### config.mk
export PLATFORM = sky130hd
export DESIGN_NAME = tag_decode
export DESIGN_NICKNAME = d
export VERILOG_FILES = /design/src/design/dcache_pkg.sv /design/src/design/tag_decode.sv
export VERILOG_INCLUDE_DIRS = /design/src /design/src/include
export SDC_FILE = /design/constraint.sdc
export NUM_CORES = 1
export LEC_CHECK = 0
export BUFFER_PORTS_ARGS = -buffer_cell sky130_fd_sc_hd__buf_2
export CAP_MARGIN = 20
export CORE_AREA = 2 2 292 294
export DETAILED_ROUTE_END_ITERATION = 12
export DIE_AREA = 0 0 294 296
export GPL_ROUTABILITY_DRIVEN = 0
export GPL_TIMING_DRIVEN = 0
export SLEW_MARGIN = 20
export SYNTH_ARGS = -nofsm -noshare
export SYNTH_HDL_FRONTEND = slang
export SYNTH_SLANG_ARGS = --single-unit
export TNS_END_PERCENT = 5
### constraint.sdc
create_clock -name clk -period 37.5 [get_ports clk]
set_clock_uncertainty 0.2 [all_clocks]
set_input_delay 7.5 -clock clk [delete_from_list [all_inputs] [get_ports clk]]
set_output_delay 7.5 -clock clk [all_outputs]
set_load 0.005 [all_outputs]
### src/include/dcache_config.svh
`ifndef DCACHE_CONFIG_SVH
`define DCACHE_CONFIG_SVH

// cache geometry
`define DC_NWAY 2
`define DC_NSET 64
`define DC_LINE_BYTES 16
`define DC_ADDR_W 32

// the replacement lfsr starts here and must never be zero
`define DC_LFSR_SEED 16'hACE1

`endif
### src/design/dcache_pkg.sv
`include "dcache_config.svh"

package dcache_pkg;

    localparam int NWAY = `DC_NWAY;
    localparam int NSET = `DC_NSET;
    localparam int LINE_BYTES = `DC_LINE_BYTES;
    localparam int ADDR_W = `DC_ADDR_W;
    localparam int OFS_W = $clog2(LINE_BYTES);
    localparam int IDX_W = $clog2(NSET);
    localparam int TAG_W = ADDR_W - IDX_W - OFS_W;
    localparam int WAY_W = (NWAY > 1) ? $clog2(NWAY) : 1;

    typedef logic [ADDR_W-1:0] addr_t;
    typedef logic [31:0] word_t;
    typedef logic [LINE_BYTES*8-1:0] line_t;
    typedef logic [3:0] strb_t;
    typedef logic [IDX_W-1:0] index_t;
    typedef logic [TAG_W-1:0] tag_t;
    typedef logic [WAY_W-1:0] way_t;

    typedef struct packed {
        logic dirty;
        logic valid;
        tag_t tag;
    } tag_entry_t;

    // a zero wstrb is a load
    typedef struct packed {
        addr_t addr;
        strb_t wstrb;
        word_t wdata;
        logic  uncached;
    } cpu_req_t;

    typedef struct packed {
        logic                  valid;
        cpu_req_t              req;
        tag_entry_t [NWAY-1:0] tags;
        line_t [NWAY-1:0]      lines;
    } stage_t;

    typedef struct packed {
        logic                  rd;
        logic                  wr;
        logic                  uncached;
        addr_t                 addr;
        line_t                 wline;
        logic [LINE_BYTES-1:0] wstrb16;
    } mem_req_t;

    typedef struct packed {
        logic  rvalid;
        logic  bvalid;
        line_t rline;
    } mem_rsp_t;

    typedef struct packed {
        logic [NWAY-1:0] we;
        index_t          index;
        tag_entry_t      tag;
        line_t           line;
    } ram_wr_t;

endpackage

### src/design/tag_decode.sv
`timescale 1ns/1ps

module tag_decode (
    input  logic                                         clk,
    input  logic                                         rst,
    input  logic                                         req_valid_i,
    input  dcache_pkg::cpu_req_t                         req_i,
    output logic                                         ready_o,
    input  logic                                         busy_i,
    input  logic                                         refill_done_i,
    output logic                                         ram_ren_o,
    output dcache_pkg::index_t                           ram_raddr_o,
    input  dcache_pkg::tag_entry_t [dcache_pkg::NWAY-1:0] tags_i,
    input  dcache_pkg::line_t [dcache_pkg::NWAY-1:0]      lines_i,
    output dcache_pkg::stage_t                           s3_o
);
    import dcache_pkg::*;

    logic                  s2_valid;
    cpu_req_t              s2_req;
    logic                  s2_store;
    logic                  accept;
    logic                  s3_valid;
    cpu_req_t              s3_req;
    tag_entry_t [NWAY-1:0] s3_tags;
    line_t [NWAY-1:0]      s3_lines;

    assign s2_store = s2_valid && (s2_req.wstrb != '0);

    // one bubble after a store keeps stage 2 empty while stage 3 writes
    assign ready_o = !busy_i && !s2_store;
    assign accept = req_valid_i && ready_o;

    // on refill_done the held stage 2 request reads its set again
    assign ram_ren_o = accept || refill_done_i;
    assign ram_raddr_o = refill_done_i ? s2_req.addr[OFS_W +: IDX_W]
                                       : req_i.addr[OFS_W +: IDX_W];

    always_ff @(posedge clk) begin
        if (rst) begin
            s2_valid <= 1'b0;
            s3_valid <= 1'b0;
        end else if (!busy_i) begin
            s2_valid <= accept;
            s3_valid <= s2_valid;
        end else if (refill_done_i) begin
            // refilled request is answered this cycle
            s3_valid <= 1'b0;
        end
    end

    always_ff @(posedge clk) begin
        if (!busy_i) begin
            s2_req <= req_i;
            s3_req <= s2_req;
            s3_tags <= tags_i;
            s3_lines <= lines_i;
        end
    end

    assign s3_o = '{valid: s3_valid, req: s3_req, tags: s3_tags, lines: s3_lines};

endmodule

==> results.py <==
metrics = {
    "sta": {
        "hold_viol": 0,
        "rsz0062_at_grt": "no",
        "fin_tns_setup_ns": 0,
        "setup_viol": 0,
        "fmax_mhz": 62.2,
        "slew_viol_final": 0,
        "slew_headroom_pct": 58.4,
        "worst_pin_slew_ns": 0.624,
        "fin_crit_sh_pct": 42.9,
        "post-route-min-period_ns": 16.08,
    },
    "grt": {
        "grt_usage_pct": 8.58,
        "grt_pass1_wl_mm": 53.6,
        "grt_antenna_before_repair": 9,
        "grt_pass1_vias": 8128,
        "grt_remaining_overflow": 0,
        "grt_max_degree": 117,
    },
    "floorplan": {
        "pin_count": 760,
        "die_y_um": 296,
        "die_area_sq_mm": 0.0870,
        "start_util_pct": 16.0,
        "fp-row-count": 107,
        "die_w_um": 294,
        "core_area_sq_mm": 0.0842,
    },
    "routing": {
        "drtAntennaViolNets": 0,
        "post_drt_wl_per_cell_um": 17.0,
        "routed_via_density": 3.28,
        "routed_wl_mm": 41.0,
        "vias": 7881,
        "drt-initial-drc-count": 323,
        "route.detailed.drc": 0,
        "first_pass_iters": 6,
    },
    "cts": {
        "cts_buffers": 49,
        "cts_resized": 0,
        "cts_buffer_depth": 3,
        "cts_tree": "done",
        "clk_pin_slew_worst_paths_ns": 0.06,
        "root_buffer": "clkbuf_16",
        "ctsHoldBuffers": 0,
        "clock-sinks": 444,
        "cts_setup_buffers": 0,
        "htreeDepth": 2,
        "clock_latency_ns": 0.57,
    },
    "setup_path": {
        "startpoint_type": "input pin",
        "cp_cell_sequence": "clkbuf_1 > mux2_2 > buf_2",
        "end_kind": "output port",
        "max_stage_delay_ns": 0.41,
        "critical_path_arrival_ns": 8.38,
        "cp_max_fo": 8,
        "crit_required_ns": 29.80,
        "cpMaxStageDelayCell": "mux2_2",
        "crit_type": "input pin to output port",
    },
    "placed_design": {
        "placed_cells": 2314,
        "dp_hpwl_mm": 31.6,
        "portBuffers": 758,
        "dpl_cell_area_sq_mm": 0.0187,
    },
    "finish": {
        "instances_no_fill": 2405,
        "final_cell_area_sq_mm": 0.0203,
        "antenna_cells": 0,
        "fin_nets": 1653,
        "areaGrowthSynthToFinish_pct": 51.0,
        "drive_gt1_share_pct": 64.1,
        "final_cell_mix": "758 x buf_2, 442 x edfxtp_1, 49 x clkbuf_16, 12 x clkbuf_1, 9 x clkinv_1",
        "final_common_cell": "buf_2",
    },
    "power_and_ir_drop": {
        "powerDensity_mw_per_mm2": 56.7,
        "p_leak_nw": 8.20,
        "ir_drop_mv": 0.0349,
    },
    "hold_path": {
        "hold_path_class": "register to register",
    },
    "run": {
        "cap_violations": 0,
    },
    "logic_synthesis": {
        "yosys_warnings": 0,
        "synth_fp_nets": 840,
        "syn_area_sq_mm": 0.0135,
        "avgSynthCellArea_sq_um": 29.1,
        "synth_cell_types": 14,
        "netlist_instances": 462,
        "synth.ff_latch_count": 444,
        "yosysSeqAreaShare_pct": 98.9,
    },
    "status": {
        "status": "finished, final reports clean",
    },
}
## final cells by class
cell class | instances | area, sq um
tap | 1090 | 1360
timing repair buffer | 762 | 3900
buffer | 2 | 11.3
multi-input combinational | 15 | 139
inverter | 1 | 11.3
sequential | 444 | 13300
clock inverter | 31 | 322
fill | 8674 | 63900
clock buffer | 60 | 1270
## layer usage
| metal | global-route usage [%] | vias to the layer above | share of wire (%) | wire, um |
|---|---|---|---|---|
| li1 | - | 3534 | - | - |
| met1 | 8.85 | 3783 | 33 | 13700 |
| met2 | 13.4 | 477 | 47 | 19100 |
| met3 | 6.27 | 73 | 17 | 6920 |
| met4 | 3.15 | 14 | 2.9 | 1170 |
| met5 | 0 | - | 0.22 | 91 |
## power breakdown
part           leakage, nW  switching (mW)  internal [mW]  total, mW
Sequential            4.34          0.0127          0.590      0.602
Combinational         3.09          0.0382         0.0355     0.0737
Clock                0.774           0.194          0.282      0.476
Total                 8.20           0.245          0.908       1.15
## metrics by stage
stage	setup WS (ns)	total power [mW]	util, %	hold slack, ns
after floorplan	12.87	0.630	-	0.200
after global placement	9.58	0.697	22.1	0.200
after detailed placement	21.39	0.689	22.3	0.205
after CTS	21.38	1.18	24.1	0.213
after global routing	21.36	1.20	24.1	0.223
final	21.42	1.15	24.1	0.212
## registers in the layout, summed over array words and instances (netlist names)
signal    count
s3_o        373
s2_valid      1
s3_valid      1
s2_req       69
## Yosys cell counts
master | instances | area (sq um)
clkbuf_1 | 1 | 3.75
a21oi_1 | 2 | 10.0
or4_4 | 1 | 11.3
o41ai_1 | 1 | 8.76
dfxtp_1 | 2 | 40.0
edfxtp_1 | 442 | 13300
inv_1 | 1 | 3.75
a31o_2 | 1 | 8.76
mux2i_1 | 1 | 10.0
nand2b_1 | 1 | 6.26
mux2_2 | 6 | 67.6
buf_4 | 1 | 7.51
nand3b_1 | 1 | 7.51
a311oi_1 | 1 | 8.76
## path summary, 6_finish.rpt
path,endpoint,slack [ns],start,depth (start not counted)
worst max-delay path,ram_raddr_o[0],21.42,refill_done_i,3
worst min-delay path,s3_o[335],0.21,s2_req[31],0
worst max register to register,s2_valid,35.98,s2_req[34],2
worst min register to register,s3_o[335],0.21,s2_req[31],0
## logic make-up after synthesis
group	count (synthesis)	synth area share (%)
AND/OR/NAND/NOR	3	0.186
buffers and inverters	3	0.111
flip-flops	444	98.9
multiplexers	7	0.576
AO/OA/AOI/OAI	5	0.269
## critical path, delay by kind of cell
family / cells / cell delay (ns)
multiplexers: 1 / 0.41
buffers and inverters: 2 / 0.47
No activity file was read; power rests on OpenSTA's default activity.
