`config.mk`:
```
export PLATFORM = sky130hd
export DESIGN_NAME = line_update
export DESIGN_NICKNAME = d
export VERILOG_FILES = /design/src/design/dcache_pkg.sv /design/src/design/line_update.sv
export VERILOG_INCLUDE_DIRS = /design/src /design/src/include
export SDC_FILE = /design/constraint.sdc
export NUM_CORES = 1
export LEC_CHECK = 0
export ABC_AREA = 0
export BUFFER_PORTS_ARGS = -buffer_cell sky130_fd_sc_hd__buf_2
export CAP_MARGIN = 20
export CORE_AREA = 10 10 263 265
export DETAILED_ROUTE_END_ITERATION = 8
export DIE_AREA = 0 0 273 275
export SLEW_MARGIN = 15
export SYNTH_ARGS = -nofsm -noshare
export SYNTH_HDL_FRONTEND = slang
export SYNTH_SLANG_ARGS = --single-unit
```
`constraint.sdc`:
```
create_clock -name vclk -period 2.4
set_input_delay 0.12 -clock vclk [all_inputs]
set_output_delay 0.12 -clock vclk [all_outputs]
set_load 0.02 [all_outputs]
```
`src/include/dcache_config.svh`:
```
`ifndef DCACHE_CONFIG_SVH
`define DCACHE_CONFIG_SVH

// cache geometry
`define DC_NWAY 2
`define DC_NSET 64
`define DC_LINE_BYTES 16
`define DC_ADDR_W 32

// the replacement lfsr starts here and must never be zero
`define DC_LFSR_SEED 16'hACE1

`endif
```
`src/design/dcache_pkg.sv`:
```
`include "dcache_config.svh"

package dcache_pkg;

    localparam int NWAY = `DC_NWAY;
    localparam int NSET = `DC_NSET;
    localparam int LINE_BYTES = `DC_LINE_BYTES;
    localparam int ADDR_W = `DC_ADDR_W;
    localparam int OFS_W = $clog2(LINE_BYTES);
    localparam int IDX_W = $clog2(NSET);
    localparam int TAG_W = ADDR_W - IDX_W - OFS_W;
    localparam int WAY_W = (NWAY > 1) ? $clog2(NWAY) : 1;

    typedef logic [ADDR_W-1:0] addr_t;
    typedef logic [31:0] word_t;
    typedef logic [LINE_BYTES*8-1:0] line_t;
    typedef logic [3:0] strb_t;
    typedef logic [IDX_W-1:0] index_t;
    typedef logic [TAG_W-1:0] tag_t;
    typedef logic [WAY_W-1:0] way_t;

    typedef struct packed {
        logic dirty;
        logic valid;
        tag_t tag;
    } tag_entry_t;

    // a zero wstrb is a load
    typedef struct packed {
        addr_t addr;
        strb_t wstrb;
        word_t wdata;
        logic  uncached;
    } cpu_req_t;

    typedef struct packed {
        logic                  valid;
        cpu_req_t              req;
        tag_entry_t [NWAY-1:0] tags;
        line_t [NWAY-1:0]      lines;
    } stage_t;

    typedef struct packed {
        logic                  rd;
        logic                  wr;
        logic                  uncached;
        addr_t                 addr;
        line_t                 wline;
        logic [LINE_BYTES-1:0] wstrb16;
    } mem_req_t;

    typedef struct packed {
        logic  rvalid;
        logic  bvalid;
        line_t rline;
    } mem_rsp_t;

    typedef struct packed {
        logic [NWAY-1:0] we;
        index_t          index;
        tag_entry_t      tag;
        line_t           line;
    } ram_wr_t;

endpackage

```
`src/design/line_update.sv`:
```
`timescale 1ns/1ps

module line_update (
    input  dcache_pkg::stage_t   s3_i,
    input  dcache_pkg::mem_rsp_t mem_rsp_i,
    input  logic                 fill_state_i,
    input  dcache_pkg::way_t     victim_i,
    output logic                 miss_o,
    output dcache_pkg::ram_wr_t  ram_wr_o,
    output logic                 data_ok_o,
    output dcache_pkg::word_t    rdata_o
);
    import dcache_pkg::*;

    logic [NWAY-1:0]  hit_way;
    logic             cached;
    logic             hit;
    logic             store;
    logic             uc_done;
    line_t            hit_line;
    line_t            src_line;
    tag_t             tag;
    logic [OFS_W-3:0] word_sel;

    // replace the strobed bytes of one word in a line
    function automatic line_t merge(
        input line_t            line,
        input logic [OFS_W-3:0] sel,
        input strb_t            strb,
        input word_t            data
    );
        line_t res;
        res = line;
        for (int b = 0; b < 4; b++) begin
            if (strb[b]) begin
                res[sel*32 + b*8 +: 8] = data[b*8 +: 8];
            end
        end
        return res;
    endfunction

    assign tag = s3_i.req.addr[ADDR_W-1 -: TAG_W];
    assign word_sel = s3_i.req.addr[OFS_W-1:2];
    assign store = (s3_i.req.wstrb != '0);
    assign cached = s3_i.valid && !s3_i.req.uncached;

    always_comb begin
        hit_way = '0;
        hit_line = '0;
        for (int w = 0; w < NWAY; w++) begin
            if (cached && s3_i.tags[w].valid && s3_i.tags[w].tag == tag) begin
                hit_way[w] = 1'b1;
                hit_line = s3_i.lines[w];
            end
        end
    end

    assign hit = |hit_way;
    assign miss_o = cached && !hit;
    assign uc_done = s3_i.valid && s3_i.req.uncached
                     && (mem_rsp_i.rvalid || mem_rsp_i.bvalid);

    // a store lands in the hit line or in the line coming back from memory
    assign src_line = fill_state_i ? mem_rsp_i.rline : hit_line;

    always_comb begin
        ram_wr_o = '0;
        ram_wr_o.index = s3_i.req.addr[OFS_W +: IDX_W];
        ram_wr_o.tag = '{dirty: store, valid: 1'b1, tag: tag};
        ram_wr_o.line = store ? merge(src_line, word_sel, s3_i.req.wstrb, s3_i.req.wdata)
                              : src_line;
        if (fill_state_i) begin
            ram_wr_o.we[victim_i] = 1'b1;
        end else if (hit && store) begin
            ram_wr_o.we = hit_way;
        end
    end

    always_comb begin
        data_ok_o = 1'b0;
        rdata_o = '0;
        if (hit) begin
            data_ok_o = 1'b1;
            rdata_o = hit_line[word_sel*32 +: 32];
        end else if (fill_state_i || uc_done) begin
            data_ok_o = 1'b1;
            rdata_o = mem_rsp_i.rline[word_sel*32 +: 32];
        end
    end

endmodule

```
==> flow_summary.toml <==
[outcome]
outcome = "complete, but fails checks"
violations = "negative setup slack"

[sta]
finalHoldViolations = 0
drv_slew = 0
finalCritPeriodShare_pct = 110.9
worst_pin_slew_ns = 0.7884
setup_ws_ns = -0.2611
rsz0062_at_grt = "true"
maxSlewHeadroom_pct = 47.44
fmax_mhz = 375.8
period_needed_ns = 2.661
setup_viol = 152

[finish]
seqCellArea_um2 = 0
final_util_pct = 32.47
nets = 2918
n_clock_buffer = 0
seq_cells = 0
final_common_cell = "buf_2"
syn2layout_area_growth_pct = 113.9
layout_common_cells = "buf_2, buf_4, nand2_1, o21ai_0, o21ai_1"
drive_gt1_share_pct = 64.43
final_cell_area_um2 = 20740

[die]
start_util_pct = 15.18
die_x_um = 273
core.rowCount = 93
die_h_um = 275
die_area_um2 = 75080
coreArea_um2 = 63880
ios = 700

[detailed_routing]
ant_nets = 0
first_pass_iters = 5
post-route-drc-count = 0
drt_iter0_drc = 1986
routedWlPerCell_um = 31.51
finalWirelength_mm = 102.9
routed_via_density = 5.568
vias = 18185

[synth]
syn_area_per_cell_um2 = 6.297
yosysWarnings = 0
netlist_area_um2 = 9698
synth_cell_type_count = 48
ys_seq_area_share_pct = 0
synth_cells = 1540
syn_nets = 2052

[critical_path]
cp.required_ns = 2.28
slowest_stage = "or4_4"
worstSetupEndpointType = "primary output"
max_stage_delay_ns = 0.60
cp_max_fo = 45
critPathKind = "primary input to primary output"
path_cells = "buf_8, xnor2_2, buf_4, nand4_1, or4_4, buf_12, buf_4, a211oi_4, o211ai_1, o21ai_1, buf_4"
arrival_ns = 2.54
cpMostUsedCell = "buf_4"
worst_setup_path_start_kind = "primary input"

[grt]
grt_overflow_total = 0
gr-usage-all-layers_pct = 24.86
grt_pass1_wl_mm = 136.4
grt_max_degree = 80
antenna_found_initial = 28
grt_pass1_vias = 18447

[worst_hold_path]
whs_path_depth = 0
hold_class = "primary input to primary output"

[pwr]
p_per_area_nw_per_um2 = 149.3
ir_drop_v = 0.0001101
p_leak_nw = 8.401

[placement]
dp_slack_ns = -0.6437
gp_congestion = 1.001
port_buffers = 683
dpl_cell_area_um2 = 16190
hpwlAfterDp_mm = 73.59

[clocking]
postCtsHoldBufs = 0

[flow_run]
maxCapViolCount = 0
## power breakdown
part	internal, W	switching [W]
Sequential	0	0
Combinational	0.00139	0.00171
Clock	0.000000000392	0
Total	0.00139	0.00171
## what timing repair did
item,in CTS,in global routing
endpoints found under the setup margin,163,161
pin swaps,155,137
resized for setup,430,225
cloned,30,10
setup buffers,44,31
## cells by family (layout without fill, tap and decap cells)
| group | Yosys count | count (layout) | share of synthesized area [%] |
|---|---|---|---|
| other | 1 | 8 | 0.03867 |
| multiplexers | 32 | 32 | 7.431 |
| adder cells (fa/ha/maj) | 6 | 6 | 0.7741 |
| AND/OR/NAND/NOR | 597 | 597 | 30.90 |
| buffers and inverters | 212 | 1076 | 10.35 |
| AO/OA/AOI/OAI | 646 | 646 | 46.36 |
| XOR/XNOR | 46 | 46 | 4.154 |
## cell usage after synthesis, types with 21 or more instances
library cell / n / area share (%)
a31o_2: 127 / 11
a211oi_2: 51 / 6.6
buf_4: 40 / 3.1
xnor2_1: 40 / 3.6
o21ai_0: 128 / 6.6
nor2_1: 47 / 1.8
nand3b_1: 21 / 1.6
nand2_1: 182 / 7.0
and3_1: 95 / 6.1
a21oi_1: 32 / 1.7
mux4_2: 32 / 7.4
nand3_1: 104 / 5.4
buf_2: 34 / 1.8
clkbuf_1: 118 / 4.6
nor3_1: 96 / 5.0
o22ai_1: 32 / 2.1
o21ai_1: 156 / 8.1
o211ai_1: 28 / 2.2
o32ai_1: 31 / 2.8
a211oi_1: 45 / 3.5
## area by class of cell
class                           count  area (um2)
Fill cell                        6767       43140
Multi-Input combinational cell   1328       10860
Timing Repair Buffer             1072        8778
Tap cell                          855        1070
Inverter                            4       17.52
Antenna cell                        7       17.52
## layer usage
metal	track usage (%)	share of wire (%)	vias to the layer above	routed length, um
li1	-	-	7709	-
met1	28.42	37	8706	38120
met2	42.57	48	1385	48880
met3	5.548	9.5	371	9753
met4	13.65	5.9	14	6047
met5	0	0.10	-	104
## worst max-delay path: cells and delay by family
| family | cells | cell delay (ns) |
|---|---|---|
| compound gates | 3 | 0.53 |
| simple gates | 2 | 0.79 |
| buf+inv | 5 | 0.85 |
| xor+xnor | 1 | 0.14 |
## final timing paths
path | from | end | slack, ns
setup / recovery | s3_i[353] | rdata_o[17] | -0.26
hold / removal | s3_i[347] | ram_wr_o[154] | 0.24
## through the flow
stage / total power [W] / setup TNS, ns / instances / hold slack [ns]
global placement: 0.002590 / -53.74 / 3171 / 0.2401
global route: 0.003241 / -26.70 / 3264 / 0.2401
detailed placement: 0.002587 / -55.26 / 3171 / 0.2401
CTS: 0.002894 / -10.87 / 3234 / 0.2401
floorplan: 0.001171 / 0 / 1540 / 0.3245
finish: 0.003097 / -17.11 / 3266 / 0.2400
Power figures use the tool's default switching activity.
