[src/include/dcache_config.svh]
`ifndef DCACHE_CONFIG_SVH
`define DCACHE_CONFIG_SVH

// cache geometry
`define DC_NWAY 2
`define DC_NSET 64
`define DC_LINE_BYTES 16
`define DC_ADDR_W 32

// the replacement lfsr starts here and must never be zero
`define DC_LFSR_SEED 16'hACE1

`endif
[src/design/dcache_pkg.sv]
`include "dcache_config.svh"

package dcache_pkg;

    localparam int NWAY = `DC_NWAY;
    localparam int NSET = `DC_NSET;
    localparam int LINE_BYTES = `DC_LINE_BYTES;
    localparam int ADDR_W = `DC_ADDR_W;
    localparam int OFS_W = $clog2(LINE_BYTES);
    localparam int IDX_W = $clog2(NSET);
    localparam int TAG_W = ADDR_W - IDX_W - OFS_W;
    localparam int WAY_W = (NWAY > 1) ? $clog2(NWAY) : 1;

    typedef logic [ADDR_W-1:0] addr_t;
    typedef logic [31:0] word_t;
    typedef logic [LINE_BYTES*8-1:0] line_t;
    typedef logic [3:0] strb_t;
    typedef logic [IDX_W-1:0] index_t;
    typedef logic [TAG_W-1:0] tag_t;
    typedef logic [WAY_W-1:0] way_t;

    typedef struct packed {
        logic dirty;
        logic valid;
        tag_t tag;
    } tag_entry_t;

    // a zero wstrb is a load
    typedef struct packed {
        addr_t addr;
        strb_t wstrb;
        word_t wdata;
        logic  uncached;
    } cpu_req_t;

    typedef struct packed {
        logic                  valid;
        cpu_req_t              req;
        tag_entry_t [NWAY-1:0] tags;
        line_t [NWAY-1:0]      lines;
    } stage_t;

    typedef struct packed {
        logic                  rd;
        logic                  wr;
        logic                  uncached;
        addr_t                 addr;
        line_t                 wline;
        logic [LINE_BYTES-1:0] wstrb16;
    } mem_req_t;

    typedef struct packed {
        logic  rvalid;
        logic  bvalid;
        line_t rline;
    } mem_rsp_t;

    typedef struct packed {
        logic [NWAY-1:0] we;
        index_t          index;
        tag_entry_t      tag;
        line_t           line;
    } ram_wr_t;

endpackage

[src/design/miss_control.sv]
`timescale 1ns/1ps
`include "dcache_config.svh"

module miss_control (
    input  logic                 clk,
    input  logic                 rst,
    input  dcache_pkg::stage_t   s3_i,
    input  logic                 miss_i,
    output logic                 busy_o,
    output logic                 refill_done_o,
    output dcache_pkg::way_t     victim_o,
    output dcache_pkg::mem_req_t mem_req_o,
    input  dcache_pkg::mem_rsp_t mem_rsp_i
);
    import dcache_pkg::*;

    typedef enum logic [2:0] {
        IDLE,
        WB_REQ,
        WB_WAIT,
        FILL_REQ,
        FILL_WAIT,
        UC_REQ,
        UC_WAIT
    } state_t;

    state_t      state;
    state_t      next_state;
    logic [15:0] lfsr;
    way_t        pick;
    way_t        victim_q;
    tag_entry_t  vtag;
    index_t      index;
    logic        uc_pending;
    logic        victim_dirty;

    assign index = s3_i.req.addr[OFS_W +: IDX_W];
    assign uc_pending = s3_i.valid && s3_i.req.uncached;
    assign pick = lfsr[WAY_W-1:0];

    // victim follows the lfsr while idle and is frozen once a miss starts
    assign victim_o = (state == IDLE) ? pick : victim_q;
    assign vtag = s3_i.tags[victim_o];
    assign victim_dirty = vtag.valid && vtag.dirty;

    always_ff @(posedge clk) begin
        if (rst) begin
            lfsr <= `DC_LFSR_SEED;
        end else begin
            lfsr <= {lfsr[14:0], lfsr[15] ^ lfsr[13] ^ lfsr[12] ^ lfsr[10]};
        end
    end

    always_ff @(posedge clk) begin
        if (rst) begin
            state <= IDLE;
        end else begin
            state <= next_state;
        end
    end

    always_ff @(posedge clk) begin
        if (state == IDLE) begin
            victim_q <= pick;
        end
    end

    always_comb begin
        next_state = state;
        case (state)
            IDLE: begin
                if (uc_pending) begin
                    next_state = UC_REQ;
                end else if (miss_i) begin
                    next_state = victim_dirty ? WB_REQ : FILL_REQ;
                end
            end
            WB_REQ: next_state = WB_WAIT;
            WB_WAIT: if (mem_rsp_i.bvalid) next_state = FILL_REQ;
            FILL_REQ: next_state = FILL_WAIT;
            FILL_WAIT: if (mem_rsp_i.rvalid) next_state = IDLE;
            UC_REQ: next_state = UC_WAIT;
            UC_WAIT: if (mem_rsp_i.rvalid || mem_rsp_i.bvalid) next_state = IDLE;
            default: next_state = IDLE;
        endcase
    end

    // uncached completion lets the pipeline move on in the same cycle
    always_comb begin
        case (state)
            IDLE: busy_o = uc_pending || miss_i;
            UC_WAIT: busy_o = !(mem_rsp_i.rvalid || mem_rsp_i.bvalid);
            default: busy_o = 1'b1;
        endcase
    end

    assign refill_done_o = (state == FILL_WAIT) && mem_rsp_i.rvalid;

    always_comb begin
        mem_req_o = '0;
        case (state)
            WB_REQ: begin
                mem_req_o.wr = 1'b1;
                mem_req_o.addr = {vtag.tag, index, {OFS_W{1'b0}}};
                mem_req_o.wline = s3_i.lines[victim_o];
                mem_req_o.wstrb16 = '1;
            end
            FILL_REQ: begin
                mem_req_o.rd = 1'b1;
                mem_req_o.addr = {s3_i.req.addr[ADDR_W-1:OFS_W], {OFS_W{1'b0}}};
            end
            UC_REQ: begin
                mem_req_o.uncached = 1'b1;
                mem_req_o.rd = (s3_i.req.wstrb == '0);
                mem_req_o.wr = (s3_i.req.wstrb != '0);
                mem_req_o.addr = {s3_i.req.addr[ADDR_W-1:2], 2'b00};
                // data on every lane, strobe only on the addressed word
                mem_req_o.wline = {(LINE_BYTES / 4){s3_i.req.wdata}};
                mem_req_o.wstrb16 = LINE_BYTES'(s3_i.req.wstrb) << (4 * s3_i.req.addr[OFS_W-1:2]);
            end
            default: begin
                mem_req_o = '0;
            end
        endcase
    end

endmodule

[config.mk]
export PLATFORM = sky130hd
export DESIGN_NAME = miss_control
export DESIGN_NICKNAME = d
export VERILOG_FILES = /design/src/design/dcache_pkg.sv /design/src/design/miss_control.sv
export VERILOG_INCLUDE_DIRS = /design/src /design/src/include
export SDC_FILE = /design/constraint.sdc
export NUM_CORES = 1
export LEC_CHECK = 0
export ABC_AREA = 1
export ABC_CLOCK_PERIOD_IN_PS = 1800
export BUFFER_PORTS_ARGS = -buffer_cell sky130_fd_sc_hd__buf_2
export CAP_MARGIN = 10
export CORE_AREA = 2 2 271 273
export CTS_CLUSTER_DIAMETER = 60
export DETAILED_ROUTE_END_ITERATION = 12
export DIE_AREA = 0 0 273 275
export REMOVE_ABC_BUFFERS = 1
export SYNTH_ARGS = -nofsm -noshare
export SYNTH_HDL_FRONTEND = slang
export SYNTH_SLANG_ARGS = --single-unit
[constraint.sdc]
create_clock -name clk -period 1.8 [get_ports clk]
set_clock_uncertainty 0.2 [all_clocks]
set_input_delay 0.27 -clock clk [delete_from_list [all_inputs] [get_ports clk]]
set_output_delay 0.27 -clock clk [all_outputs]
set_load 0.01 [all_outputs]
==> flow_results.org, run 1 <==
** Outcome
- The flow ran to the end, but the final reports show violations.
- Violations in the final reports :: setup timing

** Floorplan
- Height of the chip :: approximately 280 um
- Die Footprint :: 75,100 um^2
- In this run the count of I/O pins placed on the die edge is around 690.
- The die is roughly 270 um wide.
- Site Rows :: 99
- The core region is 72,300 um^2.
- Initial core utilization :: 0.0501

** Global route
- GRT Total Usage :: 0.106
- Summed over all layers, the global routing overflow is 0.
- The first global-routing pass estimated 55,100 um of wire.
- Number of global-route vias before repair :: 7,412
- Maximum number of pins on one net before global-route repair :: 44
- The initial antenna violation count is 39.

** Drt
- Post-detailed-route wirelength per cell :: 20.1 um
- Routed signal wires occupy layers up through met5.
- After detailed routing, the total wire length is about 47,000 um.
- Wire segments on met3 add up to 3410 um in the final route.
- After detailed routing, the number of remaining DRC violations is 0.
- Pre-Repair DR Iteration Count :: 5
- Detailed router's first-iteration violation count :: around 300
- Once detail routing completed, the nets flagged for antenna violations numbered 0.
- Using the TritonRoute via totals, the vias-per-cell ratio works out to 3.48.
- In the final routing, the length of wire on met1 measures 19,600 um.
- Met2 layer wire length in the routed design :: 21,700 um
- Across all layers, the routed design uses 8,038 vias.

** Timing
- Share of the clock period used by the worst path after layout :: 1.33
- Final hold analysis gives a worst-case slack of 0.183 ns.
- Fin. Hold Viols :: 0
- Setup repair after global routing missed its margin :: true
- Highest attainable clock frequency :: 419 MHz
- Final setup slack of the worst path :: -0.586 ns
- Subtracting the final worst setup slack from the clock period gives between 2 and 2.5 ns.
- Max-slew violation total from the final report :: 0
- Worst-Margin Slew :: ~0.63 ns
- Endpoints failing setup :: 180
- The worst pin sits at a relative slew slack of 0.574.
- After routing, the total negative slack on setup checks comes to -85.26 ns.

** Clock network
- The number of clock buffers added by TritonCTS is 3.
- Clock latency at the later pin of the worst-skew pair :: 0.25 ns
- TritonCTS built the clock tree.
- Clock-pin slew was measured on the worst setup and hold paths at 0.05 ns.
- In this run the number of H-tree levels came out at 1.
- Clock tree synthesis selected as its root buffer the cell clkbuf_16.
- Post-CTS Hold Fix Bufs :: 0
- No sink is reached through more buffers than the 2 on the longest clock path.
- The tree built by TritonCTS fans out to 20 sinks.

** Power and ir drop
- Worst-case vdd ir drop :: 1220 uV
- After layout, the design draws a total of 15.1 mW.
- Leakage dissipation :: 4.80 nW
- Power density normalized to cell area :: 1530 nW/um^2

** Setup path
- Type of the worst setup path :: flip-flop to primary output
- Maximum net fanout on the critical path :: 16
- Worst setup SP type :: flip-flop
- Worst Path Required :: 1.33 ns
- Data arrives at the worst endpoint at between 1.5 and 2 ns.
- The worst setup path is captured at a primary output.
- Flop-to-flop setup slack :: 0.12 ns

** Place
- Standard cell area after detailed placement :: 8040 um^2
- HPWL reported at the end of detailed placement :: 35,000 um
- Number of placed instances, taps included :: 2,251
- The congestion estimate from routability-driven global placement came to between 0.8 and 0.9.
- During placement, the flow inserted port buffers numbering 556.
- Worst slack at placement :: -0.512 ns

** Synthesis
- Combined area of all synthesized cells :: 3620 um^2
- After technology mapping, the gate count stands at 710.
- Cell type with the highest aggregate area in the netlist :: o21ai_0
- Flip-flop and latch count after synthesis :: 20
- For this run, the register share of the synthesized area comes to 0.110.
- The Yosys step of the flow raised 0 warnings.
- Yosys mapped the design onto 27 distinct sky130hd cell types.
- Synth top area cells :: o21ai_0 24%, o21ai_1 20%, nor2_1 18%, dfxtp_1 11%, nand2_1 7.8%
- The share of synthesized area in the top cell type comes to 0.240.
- Average size of a mapped cell :: 5.10 um^2

** Cells and area
- Area delta synth->final :: 172%
- Number of standard cells in the final layout excluding fillers :: roughly 2,300
- The final layout contains 1,849 nets.
- In the final layout, the share of cells above drive strength 1 is 0.619.
- Measured on the finished design, the core utilization comes to 0.136.
- Cell area after layout :: 9850 um^2

** Worst hold path
- Class of the tightest hold or removal check :: primary input to flip-flop

** Job
- Max-cap viol count :: 0
-- power breakdown --
| group | internal, mW | total [mW] | switching [mW] |
|---|---|---|---|
| sequential | 0.517 | 0.579 | 0.0614 |
| combinational | 6.08 | 13.9 | 7.86 |
| clock | 0.441 | 0.605 | 0.164 |
-- cell type report --
class,count,area (um^2)
clock buffers,3,75.1
multi-input cells,600,3360
clock inverters,1,30.0
well taps,959,1200
diodes,13,32.5
fillers,8422,62500
repair buffers,684,4570
inverters,33,178
flip-flops and latches,20,409
-- synth_stat cells --
master / instances
a21oi_1: 3
a31oi_1: 2
buf_2: 28
buf_4: 3
buf_6: 12
clkbuf_1: 15
clkinv_1: 1
clkinv_2: 1
conb_1: 1
dfxtp_1: 20
inv_1: 28
inv_2: 3
nand2_1: 75
nand2_2: 2
nand2_4: 2
nand3_1: 8
nand3_2: 1
nand4_1: 1
nor2_1: 171
nor2_4: 2
nor3_1: 1
nor4_1: 2
o21ai_0: 174
o21ai_1: 145
or2_2: 7
xnor2_1: 1
xor2_1: 1
-- critical path, stage by stage (launching register included) --
cell and delay, ns:
dfxtp_4 0.36, nor2_4 0.16, nand3_4 0.13, nand2_8 0.18, clkinv_16 0.12, buf_12 0.17
clkbuf_16 0.18, nor2_2 0.14, o21ai_1 0.08, buf_2 0.14
-- final timing paths --
kind,startpoint,cells after the start,endpoint
min,rst,2,lfsr[3]
min reg2reg,lfsr[8],2,lfsr[9]
max reg2reg,state[0],9,state[2]
max,state[0],9,mem_req_o[173]
-- metal layers --
layer | global-route usage | up-vias
li1 | - | 3681
met1 | 0.130 | 3673
met2 | 0.183 | 585
met3 | 0.0197 | 95
met4 | 0.0413 | 4
met5 | 0 | -
-- cells by family (layout without fill, tap and decap cells) --
| logic type | after synthesis | in the layout | share of synthesized area |
|---|---|---|---|
| AO/OA/AOI/OAI | 324 | 324 | 0.448 |
| AND/OR/NAND/NOR | 272 | 272 | 0.303 |
| buffers and inverters | 91 | 721 | 0.132 |
| flip-flops | 20 | 20 | 0.110 |
| XOR/XNOR | 2 | 2 | 0.00484 |
| other | 1 | 15 | 0.00103 |
-- registers in the layout, indices dropped and copies added, names as in the netlist --
register,count
state,3
victim_q,1
lfsr,16
-- cells in the final DEF (no fill, tap or decap), drive strengths merged --
cell / Yosys / layout
buf: 43 / 675
nand4: 1 / 1
inv: 31 / 31
diode: 0 / 13
clkinv: 2 / 2
xnor2: 1 / 1
nand3: 9 / 9
dfxtp: 20 / 20
nor3: 1 / 1
o21ai: 319 / 319
a31oi: 2 / 2
or2: 7 / 7
bufinv: 0 / 1
clkbuf: 15 / 12
nor2: 173 / 173
conb: 1 / 2
a21oi: 3 / 3
nor4: 2 / 2
nand2: 79 / 79
xor2: 1 / 1
-- timing repair --
action / in CTS / in global routing
pin swaps: 5 / 21
setup endpoints to repair: 180 / 183
buffers inserted: 7 / 30
cloned: 7 / 12
resized for setup: 97 / 251
Note: power is estimated with default switching activity, not from simulation.
==> inputs of run 2 (changes only) <==
PLACE_DENSITY = 0.3   (was default)
==> run 2 against run 1 <==
  * The flow still finishes with violations (setup timing)
  * Flip-flop and latch count stayed put
  * Clock power hardly changed
  * Final area is 4.8% lower
  * Count of clock-buffer cells in the layout stayed put
==> flow_results.org, run 2 (synthesis gave the netlist of run 1 again) <==
** Setup path
- The largest incremental delay on the critical path came to 0.33 ns (-0.03 ns).
- Worst path cell trace :: buf_6 -> nor2_4 -> nand2_4 -> inv_12 -> buf_16 -> buf_12 -> o21ai_0 -> o21ai_1 -> buf_2
- The arrival time at the worst endpoint was 1.94 ns (+0.02 ns).
- The count of cells along the worst register-to-register path came to 7 (-2).
- On the critical path, the stage with the largest delay is an instance of dfxtp_2.
- Tracing the worst setup path back leads to its startpoint at state[1].
- STA classifies the critical path endpoint as a primary output.
- The worst setup path is launched from a flip-flop.
- Maximum net fanout on the critical path :: 6 (-10)
- The critical path depth in cells is 9 (unchanged).
- Worst Path Required :: 1.33 ns (about the same)
- The worst setup path is of the flip-flop to primary output kind.
- Cell family with the largest share of critical-path delay :: buffers and inverters
- The number of buffer and inverter instances along the worst setup path came to 5 (+1).
- The startpoint identified for the worst register-to-register timing path is state[1].

** Job
- The max-capacitance violation count was 0 (unchanged).

** Cells and area
- Core Util, Final :: 0.130 (-0.00656)
- The net count reported at finish came to 1,853 (+0.22%).
- The fraction of layout instances using a drive strength above 1 is 0.575 (-0.0435).
- Number of flip-flops in the largest register :: 16 (unchanged)
- The area growth from synthesis to layout is 159%.
- The number of filler instances in the final layout is 8,445 (+0.27%).
- Commonest non-fill, non-tap cell in the layout :: buf_2
- Top library cells by usage in the layout, fill and taps aside :: 552 x buf_2, 206 x o21ai_1, 154 x nor2_1, 81 x o21ai_0, 70 x buf_4
- The largest registers in the layout are lfsr x16, state x3, victim_q x1.
- More flip-flops sit in one register than any other, and that register is lfsr.
- The antenna diode count is 0 (-13).

** Floorplan
- Number of I/O pins :: 689 (unchanged)
- Initial core utilization :: 0.0501 (unchanged)
- Die Footprint :: 75,100 um^2 (unchanged)
- The floorplan die width was 273 um (unchanged).
- The core footprint came to 72,300 um^2 (unchanged).
- Height of the chip :: 275 um (unchanged)
- The number of cell rows is 99 (unchanged).

** Clock network
- Clock slew seen by the registers of the worst setup and hold paths :: 0.06 ns (about the same)
- Number of buffers created by CTS :: 3 (unchanged)
- Clock tree from TritonCTS :: done
- The number of hold buffers added after CTS was 0 (unchanged).
- The tree is rooted in a clkbuf_16.
- The maximum level of the CTS H-tree is 1 (unchanged).
- The count of clock tree sinks came to 20 (unchanged).
- The maximum root-to-sink buffer count came to 2 (unchanged).
- Clock latency at the later pin of the worst-skew pair :: 0.25 ns (about the same)

** Drt
- The mean routed wirelength per cell was 15.2 um (-25%).
- The number of iterations in the first detailed-routing pass came to 4 (-1).
- Detailed router's first-iteration violation count :: 228 (-24%)
- The antenna violation net count after detailed routing came to 0 (unchanged).
- The total wirelength of the detailed-routed design is 35,000 um (-25%).
- Via count :: 7,542 (-6.2%)
- Remaining design rule violation count :: 0 (unchanged)
- The via density per instance came to 3.27 (-5.8%).

** Global route
- Maximum number of pins on one net before global-route repair :: 45 (+2.3%)
- Antenna violations before repair :: 1 (-97%)
- Overall overflow remaining after global route :: 0 (unchanged)
- The first-pass GRT wire length is 42,600 um (-23%).
- GRT Total Usage :: 0.0753 (-0.0309)
- Number of global-route vias before repair :: 7,255 (-2.1%)

** Worst hold path
- The startpoint identified for the worst hold timing path is rst.
- The path class of the tightest hold or removal check is primary input to flip-flop.
- The instance count along the most critical hold path came to 2 (unchanged).

** Power and ir drop
- Power Total :: 14.5 mW (-4.0%)
- The worst IR drop on VDD is 902 uV (-26%).
- Power density normalized to cell area :: 1550 nW/um^2 (+0.87%)
- Leakage dissipation :: 4.71 nW (-2.0%)

** Outcome
- Run status :: finished with violations
- Violations in the final reports :: setup timing

** Place
- The total half-perimeter wirelength after legalization and detailed placement was 25,300 um (-28%).
- The number of input and output port buffers inserted came to 556 (unchanged).
- Worst slack at placement :: -0.473 ns (+0.0393 ns)
- The routability congestion estimate is 0.898 (+1.0%).

** Timing
- Setup repair after global routing could not meet its margin everywhere.
- The setup violation total in the final timing report came to 179 (-0.56%).
- The final hold violation count was 0 (unchanged).
- The worst-case setup margin in the final layout came to -0.609 ns (-0.0239 ns).
- Max-slew violation total from the final report :: 0 (unchanged)
- The highest achievable clock rate is 415 MHz (-0.99%).
- The post-layout minimum cycle time is 2.41 ns (+0.0239 ns).
- The post-route fraction of the period consumed by the critical path is 1.34 (+0.0133).
- The worst hold margin is 0.183 ns (-0.000172 ns).
-- run 2: cell count changes in the layout (fill, tap and decap cells not counted), sizes merged --
cell / change
diode: -13
clkbuf: +2
buf: +2
-- run 2: stage by stage --
step	setup TNS, ns	std cells	instance area (um^2)
floorplan	-228.93	653	3270
global placement	-55.43	2254	8040
detailed placement	-53.57	2254	8040
CTS	-84.58	2271	8500
global route	-99.92	2304	9380
finish	-82.39	2304	9380
-- run 2: what timing repair did --
| item | 4_1_cts | 5_1_grt |
|---|---|---|
| hold endpoints to repair | 0 | 0 |
| pin swaps | 5 | 23 |
| cloned | 5 | 12 |
| setup endpoints to repair | 180 | 182 |
| setup buffers | 8 | 27 |
| gates resized for setup | 64 | 177 |
-- run 2: final cells by class --
class,count,area (um^2),area share
well taps,959,1200,0.128
multi-input cells,600,3020,0.322
flip-flops and latches,20,404,0.0431
clock buffers,3,75.1,0.00800
clock inverters,1,30.0,0.00320
repair buffers,688,4480,0.478
inverters,33,173,0.0184
-- run 2: path summary, 6_finish.rpt --
| kind | slack, ns | end |
|---|---|---|
| worst max-delay path | -0.61 | mem_req_o[59] |
| worst min-delay path | 0.18 | lfsr[4] |
| worst max register to register | 0.19 | state[2] |
| worst min register to register | 0.20 | lfsr[12] |
-- run 2: power breakdown --
part | switching, mW | internal (mW)
Clock | 0.162 | 0.441
Combinational | 7.44 | 5.92
Sequential | 0.0489 | 0.511
-- run 2: layer usage --
metal | vias to the layer above | routed length [um] | GRT usage
met5 | - | 16 | 0
met4 | 2 | 1140 | 0.0257
met3 | 55 | 2570 | 0.0119
met2 | 471 | 18700 | 0.150
met1 | 3332 | 12600 | 0.0788
li1 | 3682 | - | -
==> inputs of run 3 (changes only) <==
ABC_AREA = 0   (was 1)
CORE_AREA = 2 2 266 268   (was 2 2 271 273)
DIE_AREA = 0 0 268 270   (was 0 0 273 275)
SLEW_MARGIN = 10   (was default)
==> run 3 against run 2 <==
  * The run still ends with setup timing left
  * First-iteration DRC count up 86%
  * Core utilization increased by 4.0 points
  * Setup slack worse by 0.13 ns
  * Routed wire length is 35% higher
  * Critical endpoint is now mem_req_o[94]
  * Flip-flop and latch count stayed put
  * Synthesized area grew 26%
  * Combinational power is 54% higher
  * Power grew 51%
  * Final cell count is 1.5% higher
  * Non-clock buffer count is 53 higher
  * Clock power is 11% lower
==> flow_results.org, run 3 <==
** Timing
- Final setup TNS :: -103.98 ns (-21.59 ns)
- Endpoints failing setup :: 182 (+1.7%)
- Setup repair after global routing missed its margin :: true
- At the pin with the least slew margin, the transition time is 0.632 ns.
- Max-slew violation total from the final report :: 0 (unchanged)
- The highest achievable clock rate is 395 MHz (-4.9%).
- Fin. Hold Viols :: 0 (unchanged)
- The post-route fraction of the period consumed by the critical path was 1.41 (+0.0696).
- Final setup slack of the worst path :: -0.735 ns (-0.125 ns)
- The post-layout minimum cycle time came to 2.53 ns (+0.125 ns).
- Worst rel slew slack :: 0.576

** Clock network
- TritonCTS built the clock tree.
- The maximum level of the CTS H-tree came to 1 (unchanged).
- The tree is rooted in a clkbuf_16.
- Number of clock sinks seen by CTS :: 20 (unchanged)
- The number of hold buffers added after CTS is 0 (unchanged).
- The maximum root-to-sink buffer count is 2 (unchanged).
- Number of buffers created by CTS :: 3 (unchanged)
- Clock slew seen by the registers of the worst setup and hold paths :: 0.05 ns (about the same)
- Clock latency at the later pin of the worst-skew pair :: 0.25 ns (about the same)

** Setup path
- The critical path is of the flip-flop to primary output type.
- Worst setup SP type :: flip-flop
- The worst endpoint required time was 1.33 ns (about the same).
- Maximum net fanout on the critical path :: 52 (+46)
- The arrival time at the worst endpoint came to 2.06 ns (+0.12 ns).
- Sort of element at the end of the critical path :: primary output

** Power and ir drop
- Relative contribution of combinational cells to total power :: 0.947 (+0.027)
- The worst IR drop on VDD came to 946 uV (+5.0%).
- Clock share of power :: 0.025 (-0.017)
- Power density normalized to cell area :: 1850 nW/um^2 (+20%)
- The leakage power is 5.12 nW (+8.8%).
- The net switching share of the total power is 0.525 (-0.00178).
- The switching power came to 11.5 mW (+50%).
- Internal power contribution :: 10.4 mW (+51%)
- The sequential share of power came to 0.028 (-0.011).

** Cells and area
- Registers with the highest flip-flop counts :: lfsr x16, state x3, victim_q x1
- The total area of multi-input combinational cells is 4730 um^2 (+57%).
- Commonest non-fill, non-tap cell in the layout :: buf_2
- The number of filler instances in the final layout was 8,055 (-4.6%).
- Sequential cell area in the final layout :: 415 um^2 (+2.8%)
- # nets final :: 1,904 (+2.8%)
- Core Util, Final :: 0.170 (+0.0400)
- The flip-flop count of the largest register after layout was 16 (unchanged).
- The area growth from synthesis to layout is 158%.
- Counting flops per register, the top entry is lfsr.
- The fraction of layout instances using a drive strength above 1 is 0.685 (+0.109).
- The top cell types in the final layout, fill and taps aside, are 548 x buf_2, 105 x a21oi_1, 79 x o21ai_1, 78 x a31oi_1, 73 x buf_4.
- Cell area after layout :: 11,800 um^2 (+26%)

** Synthesis
- The post-synthesis cell count is 754 (+6.2%).
- Most frequent cell after synthesis :: a21oi_1
- In the synthesized netlist the dominant register cell turns out to be dfxtp_1.
- The netlist area before placement came to 4580 um^2 (+26%).
- Synth top area share :: 0.175 (-0.0656)
- Cell type with the highest aggregate area in the netlist :: a31oi_1
- The count of state elements after synthesis came to 20 (unchanged).
- Most used standard cells in the synthesized netlist :: 149 x a21oi_1, 128 x a31oi_1, 125 x o21ai_0
- The count of cell types in the netlist came to 43 (+59%).
- Number of enable flip-flop cells after synthesis :: 0 (unchanged)
- The share of the yosys chip area belonging to registers came to 0.0874 (-0.0231).
- Synth top area cells :: a31oi_1 17%, a21oi_1 16%, o21ai_0 14%, dfxtp_1 8.7%, mux2_2 5.4%
- Average size of a mapped cell :: 6.08 um^2 (+19%)
- Yosys warns :: 0 (unchanged)
- Async set-reset flop share out of synthesis :: 0 (unchanged)

** Floorplan
- The core footprint is 69,500 um^2 (-3.9%).
- Number of I/O pins :: 689 (unchanged)
- The floorplan die height is 270 um (-1.8%).
- Site Rows :: 97 (-2.0%)
- Die boundary width :: 268 um (-1.8%)
- Die Footprint :: 72,400 um^2 (-3.6%)
- Initial core utilization :: 0.0659 (+0.0158)

** Worst hold path
- Class of the tightest hold or removal check :: primary input to flip-flop

** Global route
- The number of global-route vias before repair was 8,899 (+23%).
- Global-route wire length before repair :: 59,300 um (+39%)
- The initial antenna violation count came to 6 (+5).
- The largest net degree at the start of global routing came to 83 (+84%).
- The global-route total usage across every layer was 0.110 (+0.0351).
- Overall overflow remaining after global route :: 0 (unchanged)

** Place
- Standard cell area after detailed placement :: 9170 um^2 (+14%)
- RePlAce Congestion :: 0.836 (-6.9%)
- The total half-perimeter wirelength after legalization and detailed placement is 32,000 um (+26%).
- Number of buffer cells added on primary ports :: 556 (unchanged)

** Outcome
- The checks that failed: setup timing.
- Run status :: finished with violations

** Drt
- Detailed router's first-iteration violation count :: 425 (+86%)
- The via density per instance is 3.92 (+20%).
- The total wirelength of the detailed-routed design was 47,400 um (+35%).
- Via count :: 9,162 (+21%)
- The mean routed wirelength per cell came to 20.3 um (+33%).
- Pre-Repair DR Iteration Count :: 5 (+1)
- Remaining design rule violation count :: 0 (unchanged)
- Number of antenna-violating nets in the routed design :: 0 (unchanged)

** Job
- Max-cap viol count :: 0 (unchanged)
-- run 3: logic make-up after synthesis --
| group | synth area share |
|---|---|
| compound gates | 0.603 |
| xor+xnor | 0.00574 |
| buf+inv | 0.115 |
| flops | 0.0874 |
| mux | 0.0541 |
| other cells | 0.000818 |
| simple gates | 0.134 |
-- run 3: final cells by class --
cell class | count | area share
Timing Repair Buffer | 741 | 0.454
Multi-Input combinational cell | 630 | 0.401
Tap cell | 940 | 0.0997
Sequential cell | 20 | 0.0352
Clock buffer | 4 | 0.00848
Inverter | 1 | 0.000954
Antenna cell | 2 | 0.000424
-- run 3: worst paths after layout --
check                 startpoint       endpoint  slack, ns  cells past startpoint
hold / removal    mem_rsp_i[128]       state[1]       0.19                      4
hold reg to reg          lfsr[4]        lfsr[5]       0.21                      1
setup reg to reg        state[0]       state[1]      -0.09                      8
setup / recovery        state[0]  mem_req_o[94]      -0.73                      7
-- run 3: metrics by stage --
step                      setup slack [ns]  power, mW  hold slack [ns]  instances
final                               -0.735       21.9            0.186       2338
after detailed placement            -0.695       14.1            0.195       2261
after floorplan                      -5.41       6.47            0.142        651
after global routing                -0.770       23.2            0.202       2337
after CTS                           -0.741       19.0            0.200       2303
after global placement              -0.647       14.2            0.192       2261
-- run 3: per-layer routing --
layer  vias to the layer above  GRT usage  share of wire
li1                       4184          -              -
met4                         4     0.0287          0.039
met5                         -          0        0.00048
met1                      4338      0.128           0.40
met2                       562      0.205           0.49
met3                        74     0.0201          0.075
-- run 3: repair_timing --
| item | in CTS | in global routing |
|---|---|---|
| gates resized for setup | 137 | 263 |
| pin swaps | 25 | 107 |
| buffers inserted | 25 | 26 |
| endpoints found under the setup margin | 183 | 183 |
| cloned | 14 | 12 |
-- run 3: power groups by stage --
stage | sequential, mW | clock (mW) | combinational [mW]
after floorplan | 0.962 | 0 | 5.51
after global placement | 0.606 | 0 | 13.6
after detailed placement | 0.609 | 0 | 13.5
after CTS | 0.614 | 0.560 | 17.8
after global routing | 0.629 | 0.580 | 22.0
final | 0.615 | 0.538 | 20.7
-- run 3: critical path, stage by stage (launching register included) --
cell	delay, ns
dfxtp_4	0.35
buf_8	0.15
o31a_2	0.38
buf_12	0.19
buf_6	0.22
o21ai_0	0.16
a21oi_1	0.09
buf_2	0.17
